===== src/logic/lsu_pkg.sv =====
// Shared widths, memory size, access and exception encodings, stage payload structs
package lsu_pkg;

  // --------------------------------------------------
  // Widths and sizes
  // --------------------------------------------------

  // Data and address width
  localparam int unsigned XLEN       = 32;
  // Local data memory, in 32-bit words
  localparam int unsigned DMEM_WORDS = 64;
  localparam int unsigned DMEM_IDX_W = 6;
  // First byte address that faults
  localparam int unsigned DMEM_BYTES = DMEM_WORDS * 4;
  // Request tag
  localparam int unsigned TAG_W      = 4;

  // --------------------------------------------------
  // Encodings
  // --------------------------------------------------

  // Access width and signedness
  typedef enum logic [2:0] {
    LS_B,
    LS_BU,
    LS_H,
    LS_HU,
    LS_W
  } ldst_width_t;

  // RISC-V exception causes for memory accesses
  typedef enum logic [3:0] {
    EXC_NONE        = 4'd0,
    EXC_LD_MISALIGN = 4'd4,
    EXC_LD_FAULT    = 4'd5,
    EXC_ST_MISALIGN = 4'd6,
    EXC_ST_FAULT    = 4'd7
  } except_code_t;

  // --------------------------------------------------
  // Stage payloads
  // --------------------------------------------------

  // Request from the issue side
  typedef struct packed {
    logic             is_store;
    ldst_width_t      width;
    logic [XLEN-1:0]  base;
    logic [XLEN-1:0]  offset;
    logic [XLEN-1:0]  wdata;
    logic [TAG_W-1:0] tag;
  } lsu_req_t;

  // Address generation result, store data already in its byte lanes
  typedef struct packed {
    logic             is_store;
    ldst_width_t      width;
    logic [XLEN-1:0]  addr;
    logic [3:0]       be;
    logic [XLEN-1:0]  wdata;
    logic [TAG_W-1:0] tag;
    except_code_t     except;
  } addr_req_t;

  // Memory stage result with the raw word
  typedef struct packed {
    logic             is_store;
    ldst_width_t      width;
    logic [1:0]       byte_off;
    logic [XLEN-1:0]  rdata;
    logic [TAG_W-1:0] tag;
    except_code_t     except;
  } mem_rsp_t;

  // Final response
  typedef struct packed {
    logic [TAG_W-1:0] tag;
    logic [XLEN-1:0]  data;
    logic             is_store;
    except_code_t     except;
  } lsu_rsp_t;

endpackage


===== src/logic/address_adder.sv =====
// Address generation stage with byte enables, store lane shift, alignment and range checks
module address_adder (
  input  logic               clk_i,
  input  logic               rst_n_i,
  input  logic               req_valid_i,
  output logic               req_ready_o,
  input  lsu_pkg::lsu_req_t  req_i,
  output logic               out_valid_o,
  input  logic               out_ready_i,
  output lsu_pkg::addr_req_t out_o
);
  import lsu_pkg::*;

  logic [XLEN-1:0] eff_addr;
  logic [1:0]      byte_off;
  logic [3:0]      be_base;
  logic            misaligned;
  logic            out_of_range;
  except_code_t    except_d;
  addr_req_t       out_d;
  logic            valid_q;
  addr_req_t       out_q;

  // --------------------------------------------------
  // Effective address and checks
  // --------------------------------------------------
  assign eff_addr     = req_i.base + req_i.offset;
  assign byte_off     = eff_addr[1:0];
  assign out_of_range = (eff_addr >= DMEM_BYTES);

  always_comb begin
    case (req_i.width)
      LS_B, LS_BU: begin
        be_base    = 4'b0001;
        misaligned = 1'b0;
      end
      LS_H, LS_HU: begin
        be_base    = 4'b0011;
        misaligned = byte_off[0];
      end
      default: begin
        be_base    = 4'b1111;
        misaligned = |byte_off;
      end
    endcase
  end

  // Misalignment takes priority over an access fault
  always_comb begin
    if (misaligned) begin
      except_d = req_i.is_store ? EXC_ST_MISALIGN : EXC_LD_MISALIGN;
    end else if (out_of_range) begin
      except_d = req_i.is_store ? EXC_ST_FAULT : EXC_LD_FAULT;
    end else begin
      except_d = EXC_NONE;
    end
  end

  always_comb begin
    out_d.is_store = req_i.is_store;
    out_d.width    = req_i.width;
    out_d.addr     = eff_addr;
    // No lanes enabled for a faulting access
    out_d.be       = (except_d == EXC_NONE) ? (be_base << byte_off) : 4'b0000;
    out_d.wdata    = req_i.wdata << {byte_off, 3'b000};
    out_d.tag      = req_i.tag;
    out_d.except   = except_d;
  end

  // --------------------------------------------------
  // Output register
  // --------------------------------------------------
  assign req_ready_o = ~valid_q | out_ready_i;

  always_ff @(posedge clk_i or negedge rst_n_i) begin
    if (!rst_n_i) begin
      valid_q <= 1'b0;
    end else if (req_ready_o) begin
      valid_q <= req_valid_i;
    end
  end

  always_ff @(posedge clk_i) begin
    if (req_valid_i && req_ready_o) begin
      out_q <= out_d;
    end
  end

  assign out_valid_o = valid_q;
  assign out_o       = out_q;

  // Held item must not change until the memory stage takes it
  a_out_stable : assert property (@(posedge clk_i) disable iff (!rst_n_i)
    (out_valid_o && !out_ready_i) |=> $stable(out_o));

endmodule


===== src/logic/dmem_access.sv =====
// Memory access stage with the data memory array, byte-enabled writes and word reads
module dmem_access (
  input  logic               clk_i,
  input  logic               rst_n_i,
  input  logic               in_valid_i,
  output logic               in_ready_o,
  input  lsu_pkg::addr_req_t in_i,
  output logic               out_valid_o,
  input  logic               out_ready_i,
  output lsu_pkg::mem_rsp_t  out_o
);
  import lsu_pkg::*;

  // Word storage, contents undefined until written
  logic [XLEN-1:0]       mem_q [DMEM_WORDS];

  logic                  in_fire;
  logic                  mem_we;
  logic [DMEM_IDX_W-1:0] word_idx;
  logic                  valid_q;
  mem_rsp_t              out_q;

  // --------------------------------------------------
  // Handshake
  // --------------------------------------------------
  assign in_ready_o = ~valid_q | out_ready_i;
  assign in_fire    = in_valid_i & in_ready_o;

  // Word index from the byte address
  assign word_idx = in_i.addr[DMEM_IDX_W+1:2];

  // Only clean stores reach the array
  assign mem_we = in_fire & in_i.is_store & (in_i.except == EXC_NONE);

  // --------------------------------------------------
  // Data memory
  // --------------------------------------------------
  always_ff @(posedge clk_i) begin
    for (int b = 0; b < 4; b++) begin
      if (mem_we && in_i.be[b]) begin
        mem_q[word_idx][8*b +: 8] <= in_i.wdata[8*b +: 8];
      end
    end
  end

  // --------------------------------------------------
  // Response register
  // --------------------------------------------------
  always_ff @(posedge clk_i or negedge rst_n_i) begin
    if (!rst_n_i) begin
      valid_q <= 1'b0;
    end else if (in_ready_o) begin
      valid_q <= in_valid_i;
    end
  end

  // Read sees every store accepted on an earlier edge
  always_ff @(posedge clk_i) begin
    if (in_fire) begin
      out_q.is_store <= in_i.is_store;
      out_q.width    <= in_i.width;
      out_q.byte_off <= in_i.addr[1:0];
      out_q.rdata    <= mem_q[word_idx];
      out_q.tag      <= in_i.tag;
      out_q.except   <= in_i.except;
    end
  end

  assign out_valid_o = valid_q;
  assign out_o       = out_q;

  // Faulting requests neither write nor carry byte enables from address generation
  a_no_fault_write : assert property (@(posedge clk_i) disable iff (!rst_n_i)
    (in_valid_i && in_i.except != EXC_NONE) |-> (!mem_we && in_i.be == 4'b0000));

endmodule


===== src/logic/load_align.sv =====
// Load alignment stage with byte and halfword selection, extension and response register
module load_align (
  input  logic              clk_i,
  input  logic              rst_n_i,
  input  logic              in_valid_i,
  output logic              in_ready_o,
  input  lsu_pkg::mem_rsp_t in_i,
  output logic              rsp_valid_o,
  input  logic              rsp_ready_i,
  output lsu_pkg::lsu_rsp_t rsp_o
);
  import lsu_pkg::*;

  logic [XLEN-1:0] shifted;
  logic [XLEN-1:0] ext_data;
  lsu_rsp_t        rsp_d;
  logic            valid_q;
  lsu_rsp_t        rsp_q;

  // --------------------------------------------------
  // Lane selection and extension
  // --------------------------------------------------

  // Move the addressed lane down to bit 0
  assign shifted = in_i.rdata >> {in_i.byte_off, 3'b000};

  always_comb begin
    case (in_i.width)
      LS_B:    ext_data = {{24{shifted[7]}}, shifted[7:0]};
      LS_BU:   ext_data = {24'h000000, shifted[7:0]};
      LS_H:    ext_data = {{16{shifted[15]}}, shifted[15:0]};
      LS_HU:   ext_data = {16'h0000, shifted[15:0]};
      default: ext_data = in_i.rdata;
    endcase
  end

  always_comb begin
    rsp_d.tag      = in_i.tag;
    rsp_d.is_store = in_i.is_store;
    rsp_d.except   = in_i.except;
    // Stores and faults return zero
    if (in_i.is_store || in_i.except != EXC_NONE) begin
      rsp_d.data = '0;
    end else begin
      rsp_d.data = ext_data;
    end
  end

  // --------------------------------------------------
  // Response register
  // --------------------------------------------------
  assign in_ready_o = ~valid_q | rsp_ready_i;

  always_ff @(posedge clk_i or negedge rst_n_i) begin
    if (!rst_n_i) begin
      valid_q <= 1'b0;
    end else if (in_ready_o) begin
      valid_q <= in_valid_i;
    end
  end

  always_ff @(posedge clk_i) begin
    if (in_valid_i && in_ready_o) begin
      rsp_q <= rsp_d;
    end
  end

  assign rsp_valid_o = valid_q;
  assign rsp_o       = rsp_q;

  // Valid chain from all three stages stays known once out of reset
  a_valid_known : assert property (@(posedge clk_i) disable iff (!rst_n_i)
    !$isunknown(rsp_valid_o));

endmodule


===== src/logic/lsu_top.sv =====
// Load-store pipeline top level joining address, memory and alignment stages
module lsu_top (
  input  logic              clk_i,
  input  logic              rst_n_i,
  input  logic              req_valid_i,
  output logic              req_ready_o,
  input  lsu_pkg::lsu_req_t req_i,
  output logic              rsp_valid_o,
  input  logic              rsp_ready_i,
  output lsu_pkg::lsu_rsp_t rsp_o
);
  import lsu_pkg::*;

  // --------------------------------------------------
  // Inter-stage links
  // --------------------------------------------------

  // Address generation to memory
  logic      addr_valid;
  logic      addr_ready;
  addr_req_t addr_req;

  // Memory to load alignment
  logic      mem_valid;
  logic      mem_ready;
  mem_rsp_t  mem_rsp;

  // --------------------------------------------------
  // Stages
  // --------------------------------------------------
  address_adder u_address_adder (
    .clk_i      (clk_i),
    .rst_n_i    (rst_n_i),
    .req_valid_i(req_valid_i),
    .req_ready_o(req_ready_o),
    .req_i      (req_i),
    .out_valid_o(addr_valid),
    .out_ready_i(addr_ready),
    .out_o      (addr_req)
  );

  dmem_access u_dmem_access (
    .clk_i      (clk_i),
    .rst_n_i    (rst_n_i),
    .in_valid_i (addr_valid),
    .in_ready_o (addr_ready),
    .in_i       (addr_req),
    .out_valid_o(mem_valid),
    .out_ready_i(mem_ready),
    .out_o      (mem_rsp)
  );

  load_align u_load_align (
    .clk_i      (clk_i),
    .rst_n_i    (rst_n_i),
    .in_valid_i (mem_valid),
    .in_ready_o (mem_ready),
    .in_i       (mem_rsp),
    .rsp_valid_o(rsp_valid_o),
    .rsp_ready_i(rsp_ready_i),
    .rsp_o      (rsp_o)
  );

endmodule


===== config.mk =====
export PLATFORM = sky130hd
export DESIGN_NAME = lsu_top
export DESIGN_NICKNAME = d
export VERILOG_FILES = /design/src/logic/lsu_pkg.sv /design/src/logic/address_adder.sv /design/src/logic/dmem_access.sv /design/src/logic/load_align.sv /design/src/logic/lsu_top.sv
export SDC_FILE = /design/constraint.sdc
export NUM_CORES = 2
export LEC_CHECK = 0
export ABC_AREA = 1
export BUFFER_PORTS_ARGS = -buffer_cell sky130_fd_sc_hd__buf_2
export CAP_MARGIN = 10
export CORE_ASPECT_RATIO = 1.5
export CORE_MARGIN = 2
export CORE_UTILIZATION = 55
export DETAILED_ROUTE_END_ITERATION = 16
export HOLD_SLACK_MARGIN = 0.12
export PLACE_DENSITY = 0.67
export RECOVER_POWER = 25
export SLEW_MARGIN = 40
export SYNTH_ARGS = -nofsm -noshare
export SYNTH_HDL_FRONTEND = slang
export SYNTH_SLANG_ARGS = --single-unit

===== constraint.sdc =====
create_clock -name clk_i -period 5.1 [get_ports clk_i]
set_input_delay 0 -clock clk_i [delete_from_list [all_inputs] [get_ports clk_i]]
set_output_delay 0 -clock clk_i [all_outputs]
set_load 0.01 [all_outputs]

== After elaboration in Yosys (flattened, before gate mapping) ==
Memories as Yosys holds them, arrays and structs flattened. A register that Yosys moved wholly into a read port is not among the register bits.
Cells that the tools add are included.

* Shift operators: 3
* Bitwise logic cells: 9
* Divide/modulo/power cells: 0
* $add $sub $neg: 1
* Eq/ne operators: 6
* Order comparisons: 1
* Multiply operators: 0
* Reduce and logical (&&, ||, !) cells: 15
* Muxes and demuxes: 15

{| class="wikitable"
|+ Operator list
! operator !! number
|-
| 32-bit case mux with 4 select lines || 1
|-
| 32-bit adder || 1
|-
| 32-bit by 9-bit greater-or-equal comparator with 1-bit output, second input constant || 1
|-
| 32-bit by 5-bit left shift with 32-bit output || 1
|-
| 32-bit by 5-bit >> shifter with 16-bit output || 1
|-
| 3-bit by 2-bit equality test with 1-bit output, second input constant || 4
|-
| 4-bit logical NOT || 2
|-
| 1-bit 2-to-1 mux || 8
|-
| 4-bit 2-to-1 mux || 2
|-
| 4-bit case mux with 2 select lines || 1
|-
| 3-bit by 1-bit equality test with 1-bit output, second input constant || 2
|-
| 1-bit logical AND || 6
|-
| 3-bit logical NOT || 2
|-
| 2-bit OR reduction || 3
|-
| 2-bit 2-to-1 mux || 2
|-
| 4-bit nonzero test || 1
|-
| 4-bit by 2-bit left shift with 4-bit output || 1
|-
| 1-bit bitwise AND || 3
|-
| 1-bit NOT || 3
|-
| 1-bit bitwise OR || 3
|-
| 1-bit case mux with 2 select lines || 1
|-
| 1-bit logical OR || 1
|}

* Input bits: 108
* Memories kept: 1
* Register bits: 114
* RAM bits: 2048
* Output and inout bits: 43
* Bits in latches: 0
* ROM bits: 0

{| class="wikitable"
|+ Memory list
! memory !! depth !! width !! read ports !! clocked after memory_dff !! wr ports !! RTL line !! RTL
|-
| u_dmem_access.mem_q || 64 || 32 || 1 || 1 || 1 || dmem_access.sv:15 || <nowiki>logic [XLEN-1:0] mem_q [DMEM_WORDS];</nowiki>
|}

== Longest topological paths before layout ==
* Depth in word-level cells: 9
* Gate-level depth with buffers: 20
* Gate-level depth less buffers: 20

== Modules after synthesis ==
From an unflattened synthesis, not the netlist that was laid out.

* Cells, all modules: 9801
* Area, all modules: 96925.5 um^2

{| class="wikitable"
|+ Modules (own cells, without submodules)
! module !! area an instance (um^2) !! times used !! cells an instance !! seq. area each (um^2)
|-
| dmem_access || 88757.6 || 1 || 8746 || 62905.3
|-
| address_adder || 5713.0 || 1 || 771 || 2397.3
|-
| load_align || 2454.9 || 1 || 284 || 1256.2
|}

== Worst setup path before layout ==
No wires, ideal clock.

* Path type: register to register
* Start: register u_load_align.valid_q, in the netlist u_load_align.rsp_valid_o
* End: memory u_dmem_access.mem_q[17][0] (enable)
* Library setup time: 0.370 ns
* Path buffers: 1
* Setup slack: 2.176 ns
* Arrival time: 2.554 ns
* Cell stages (with the launch flop): 11
* Period minus slack after synthesis: 2.924 ns
* Path through: dfrtp_1 -> nand2_1 -> nor2_1 -> inv_1 -> nand2_1 -> inv_2 -> nand2_1 -> nor4_1 -> nand2_1 -> clkbuf_1 -> nor2_1

* Word-level cells in the longest chain between the ends: 9

{| class="wikitable"
|+ Ends and longest elaborated chain
! item !! RTL line !! RTL
|-
| start: declaration || load_align.sv:17 || <nowiki>logic valid_q;</nowiki>
|-
| start signal: assignment || load_align.sv:58 || <nowiki>valid_q <= in_valid_i;</nowiki>
|-
| 1-bit NOT || load_align.sv:52 || <nowiki>assign in_ready_o = ~valid_q | rsp_ready_i;</nowiki>
|-
| 1-bit bitwise OR || load_align.sv:52 ||
|-
| 1-bit bitwise OR || dmem_access.sv:26 || <nowiki>assign in_ready_o = ~valid_q | out_ready_i;</nowiki>
|-
| 1-bit bitwise AND || dmem_access.sv:27 || <nowiki>assign in_fire = in_valid_i & in_ready_o;</nowiki>
|-
| net u_dmem_access.in_fire || dmem_access.sv:17 || <nowiki>logic in_fire;</nowiki>
|-
| 1-bit bitwise AND (2 in series) || dmem_access.sv:33 || <nowiki>assign mem_we = in_fire & in_i.is_store & (in_i.except == EXC_NONE);</nowiki>
|-
| 1-bit logical AND || dmem_access.sv:40 || <nowiki>if (mem_we && in_i.be[b]) begin</nowiki>
|-
| 1-bit 2-to-1 mux || dmem_access.sv:40 ||
|-
| 1-bit 2-to-1 mux (implied by the code) || dmem_access.sv:41 || <nowiki>mem_q[word_idx][8*b +: 8] <= in_i.wdata[8*b +: 8];</nowiki>
|-
| end: declaration || dmem_access.sv:15 ||
|}

The timed path passes the listed nets, and every way through them passes these cells.

== Final worst setup path ==
* Start: input port req_i[70] (netlist name)
* End: register u_address_adder.out_q (netlist bit u_address_adder.out_o[41]) (data pin)

* Word-level cells in the longest chain between the ends: 5

{| class="wikitable"
|+ Ends and longest elaborated chain
! item !! RTL line !! RTL
|-
| start: declaration || lsu_top.sv:7 || <nowiki>input lsu_pkg::lsu_req_t req_i,</nowiki>
|-
| 32-bit adder || address_adder.sv:27 || <nowiki>assign eff_addr = req_i.base + req_i.offset;</nowiki>
|-
| 32-bit by 9-bit greater-or-equal comparator with 1-bit output || address_adder.sv:29 || <nowiki>assign out_of_range = (eff_addr >= DMEM_BYTES);</nowiki>
|-
| 4-bit 2-to-1 mux || address_adder.sv:52 || <nowiki>end else if (out_of_range) begin</nowiki>
|-
| 4-bit 2-to-1 mux || address_adder.sv:50 || <nowiki>if (misaligned) begin</nowiki>
|-
| 4-bit logical NOT || address_adder.sv:64 || <nowiki>out_d.be = (except_d == EXC_NONE) ? (be_base << byte_off) : 4'b0000;</nowiki>
|-
| end signal: assignment || address_adder.sv:85 || <nowiki>out_q <= out_d;</nowiki>
|-
| end: declaration || address_adder.sv:22 || <nowiki>addr_req_t out_q;</nowiki>
|}

Every way passes these cells.
A chain may end at the register's enable or synchronous reset.

==> metrics <==
mux share of post-synthesis cell area=0.0355%; H-tree depth=4; vias post-DR=53,461; total global routing overflow=0; CTS Buffer Depth=3; worst endpoint data arrival time=5.20 ns; Min-Delay Path Depth=4; failing checks=max-capacitance violations, max-slew violations; worst flop-to-flop path endpoint=u_dmem_access.mem_q[8][14]; vias in the first global route=52,722; clk sinks=2,191; # IOs=151; CTS buffer count=187; RSZ-0062 raised after global routing=false; Synth top area share=77.8%; worst hold path type=in2reg; Fin Setup TNS=0 ns; CTS clk-pin slew, worst paths=0.06 ns; layout cells sized above 1=10.9%; adder-cell share of the synthesized area=0.483%; Core Box Area=0.153 mm²; GPL Wtd Cong=0.928; Final Slew Violations=1,656; drt pass-1 iters=6; gr usage total=32.8%; slew margin rel.=-141%; outcome=finished, violations left; R2R setup slack=1.43 ns; Syn Nets=6,128; first-pass GRT wire length=364,000 µm; Setup-failing EPs final=0; antenna-violating nets left=0; worst-case reg-to-reg path depth=2; Synth cell types=45; Syn Std Cell Area=0.0845 mm²; initial core utilization=55.2%; FF+latch count, synth=2,191; Buffers on Ports=149; Final period util=88.4%; Crit Path Class=in2reg; PostCTS Resize Cnt=0; Lkg Pwr=31.9 nW; Peak VDD IR=0.303 mV; worst endpoint required time=5.79 ns; Syn Inst Count=5,988; XOR/XNOR Fraction of Synth Area=0.0933%; CTS tree=done; setup bufs post-CTS=0; Synth-to-Final Area Change=12.7%; Hold Violations, Final=0; Iter 0 DRT Violations=7,089; met3 WL post-DR=23,700 µm; final core occ=62.2%; Ys Warns=0; DRC Markers=0; largest family of logic cells by synthesized area=simple AND/OR/NAND/NOR gates; top post-synthesis cells by area=edfxtp_1, nand2_1, a22oi_1; site row count=176; Met1 Wirelength=86,400 µm; Power Density=416 mW/mm²; post-synthesis simple-gate area fraction=11.4%; syn_area_per_cell=14.1 µm²; Tightest Pin Transition=3.61 ns; Yosys top cell by area=edfxtp_1; Compound-Gate Fraction of Synth Area=7.41%; Vias/cell=6.32; WL/cell=30.3 µm; die height=484 µm; routed length on met2=125,000 µm; Final Critical Period=4.51 ns; Post-DP HPWL=157,000 µm; Post-Route WL=256,000 µm; Clk Tree Root Cell=clkbuf_16; largest net degree at the start of global routing=92; post-synthesis sequential area ratio=77.8%; RR Startpoint=u_address_adder.out_o[22]; Hold Path Origin=req_i[15]; die extent in x=324 µm; Critical Path End Type=register; Skew-Pair Late Insertion Delay=0.85 ns; die area=0.157 mm²; fmax=222 MHz; Top Metal Used=met4; WHS Endpoint=u_address_adder.out_o[19]; worst-path maximum fanout=5; hold_ws=0.194 ns; crit start category=input port; MaxCap Viol Count=26; Nets=6,409; initial antenna violation count=5; clock skew=0.0380 ns
==> where the power goes <==
part | switching [W] | internal [W] | leakage (nW)
clock | 0.00632 | 0.00781 | 2.90
sequential | 0.000374 | 0.0206 | 19.9
combinational | 0.00337 | 0.00116 | 9.11
total | 0.0101 | 0.0296 | 31.9
==> through the flow <==
step / cell area [µm²] / worst slack [ns] / cells / power, W
floorplan: 84500 / 2.18 / 5988 / 0.0235
global route: 95200 / 0.369 / 8459 / 0.0406
global placement: 87900 / 1.46 / 8015 / 0.0256
finish: 95200 / 0.590 / 8465 / 0.0396
CTS: 95200 / 0.702 / 8455 / 0.0395
detailed placement: 88200 / 1.48 / 8021 / 0.0257
==> area by class of cell <==
type	instances	area [µm²]
Clock inverter	102	1020
Sequential cell	2191	65800
Inverter	272	1070
Clock buffer	228	4930
Tap cell	2047	2560
Fill cell	11185	57800
Timing Repair Buffer	403	3000
Antenna cell	8	20.0
Multi-Input combinational cell	3214	16900
==> layer usage <==
layer / track usage, % / vias to the layer above
met1: 39.2 / 26573
met4: 22.9 / 0
li1: - / 22842
met3: 6.09 / 752
met5: 0 / -
met2: 53.7 / 3294
==> worst max path at each step <==
stage | startpoint | to | slack (ns) | cells after the start
floorplan | u_load_align.rsp_valid_o | u_dmem_access.mem_q[17][0] | 2.18 | 10
global placement | u_address_adder.out_o[46] | u_dmem_access.mem_q[54][9] | 1.46 | 6
detailed placement | u_address_adder.out_o[46] | u_dmem_access.mem_q[54][19] | 1.48 | 6
CTS | req_i[68] | u_address_adder.out_o[41] | 0.70 | 21
global route | req_i[70] | u_address_adder.out_o[41] | 0.37 | 21
finish | req_i[70] | u_address_adder.out_o[41] | 0.59 | 21
==> synth_stat cells, drive strengths merged <==
library cell / count
edfxtp: 2188
nand2: 1527
nor2: 377
a22oi: 299
nand4: 274
inv: 271
a221oi: 210
clkbuf: 184
buf: 127
o21ai: 121
nand3: 98
a22o: 71
a21oi: 70
ha: 31
o2bb2ai: 29
or2: 19
o22ai: 18
nor3: 14
o31ai: 13
o2111ai: 6
o21bai: 6
nand3b: 5
xnor2: 5
xor2: 4
dfrtp: 3
mux2i: 3
nor4: 3
a21boi: 1
a32oi: 1
and2: 1
and3: 1
clkinv: 1
conb: 1
fa: 1
nand2b: 1
o21a: 1
o32ai: 1
o41ai: 1
or3: 1
==> kinds of logic (layout without fill, tap and decap cells) <==
kind of cell | count (synthesis) | count (layout)
mux | 3 | 3
simple gates | 2321 | 2321
fa+ha+maj | 32 | 32
compound gates | 848 | 848
other cells | 1 | 9
buf+inv | 583 | 1005
xor+xnor | 9 | 9
flops | 2191 | 2191
==> critical path, cell delays in order <==
cell           delay [ns]
dlygate4sd3_1        0.53
buf_2                0.12
ha_1                 0.36
nand2_1              0.09
nand3_1              0.19
nand2_1              0.07
nand2_1              0.20
nand3_1              0.14
nand2_1              0.19
nand2_1              0.08
nand2_1              0.06
inv_1                0.03
nor2_1               0.24
nand3_1              0.13
dlygate4sd3_1        0.59
nor2_1               0.15
dlygate4sd3_1        0.65
nand4_1              0.11
dlygate4sd3_1        0.61
nor2_1               0.09
dlygate4sd3_1        0.55
==> placed cells by master (no fill, tap or decap), drive strengths merged, types with 3 or more instances in the layout <==
cell / n
bufinv: 19
a21oi: 70
nor2: 377
o21bai: 6
a22oi: 299
nand4: 274
xor2: 4
buf: 266
nor3: 14
nor4: 3
nand3: 98
o2bb2ai: 29
dlygate4sd3: 104
o31ai: 13
mux2i: 3
or2: 19
ha: 31
o21ai: 121
diode: 8
clkbuf: 261
dfrtp: 3
clkinvlp: 6
nand2: 1527
a22o: 71
o2111ai: 6
xnor2: 5
inv: 276
o22ai: 18
a221oi: 210
nand3b: 5
edfxtp: 2188
clkinv: 73
==> state kept, by name (all words and copies together), names as in the netlist <==
name,cells
u_address_adder.out_valid_o,1
u_load_align.rsp_valid_o,1
u_dmem_access.mem_q,2048
u_address_adder.out_o,55
u_dmem_access.out_o,45
u_load_align.rsp_o,40
u_dmem_access.out_valid_o,1
==> timing repair <==
action / CTS / global route
hold buffers: 104 / 0
endpoints found under the hold margin: 155 / 0
setup endpoints to repair: 0 / 0
Power figures use the tool's default switching activity.
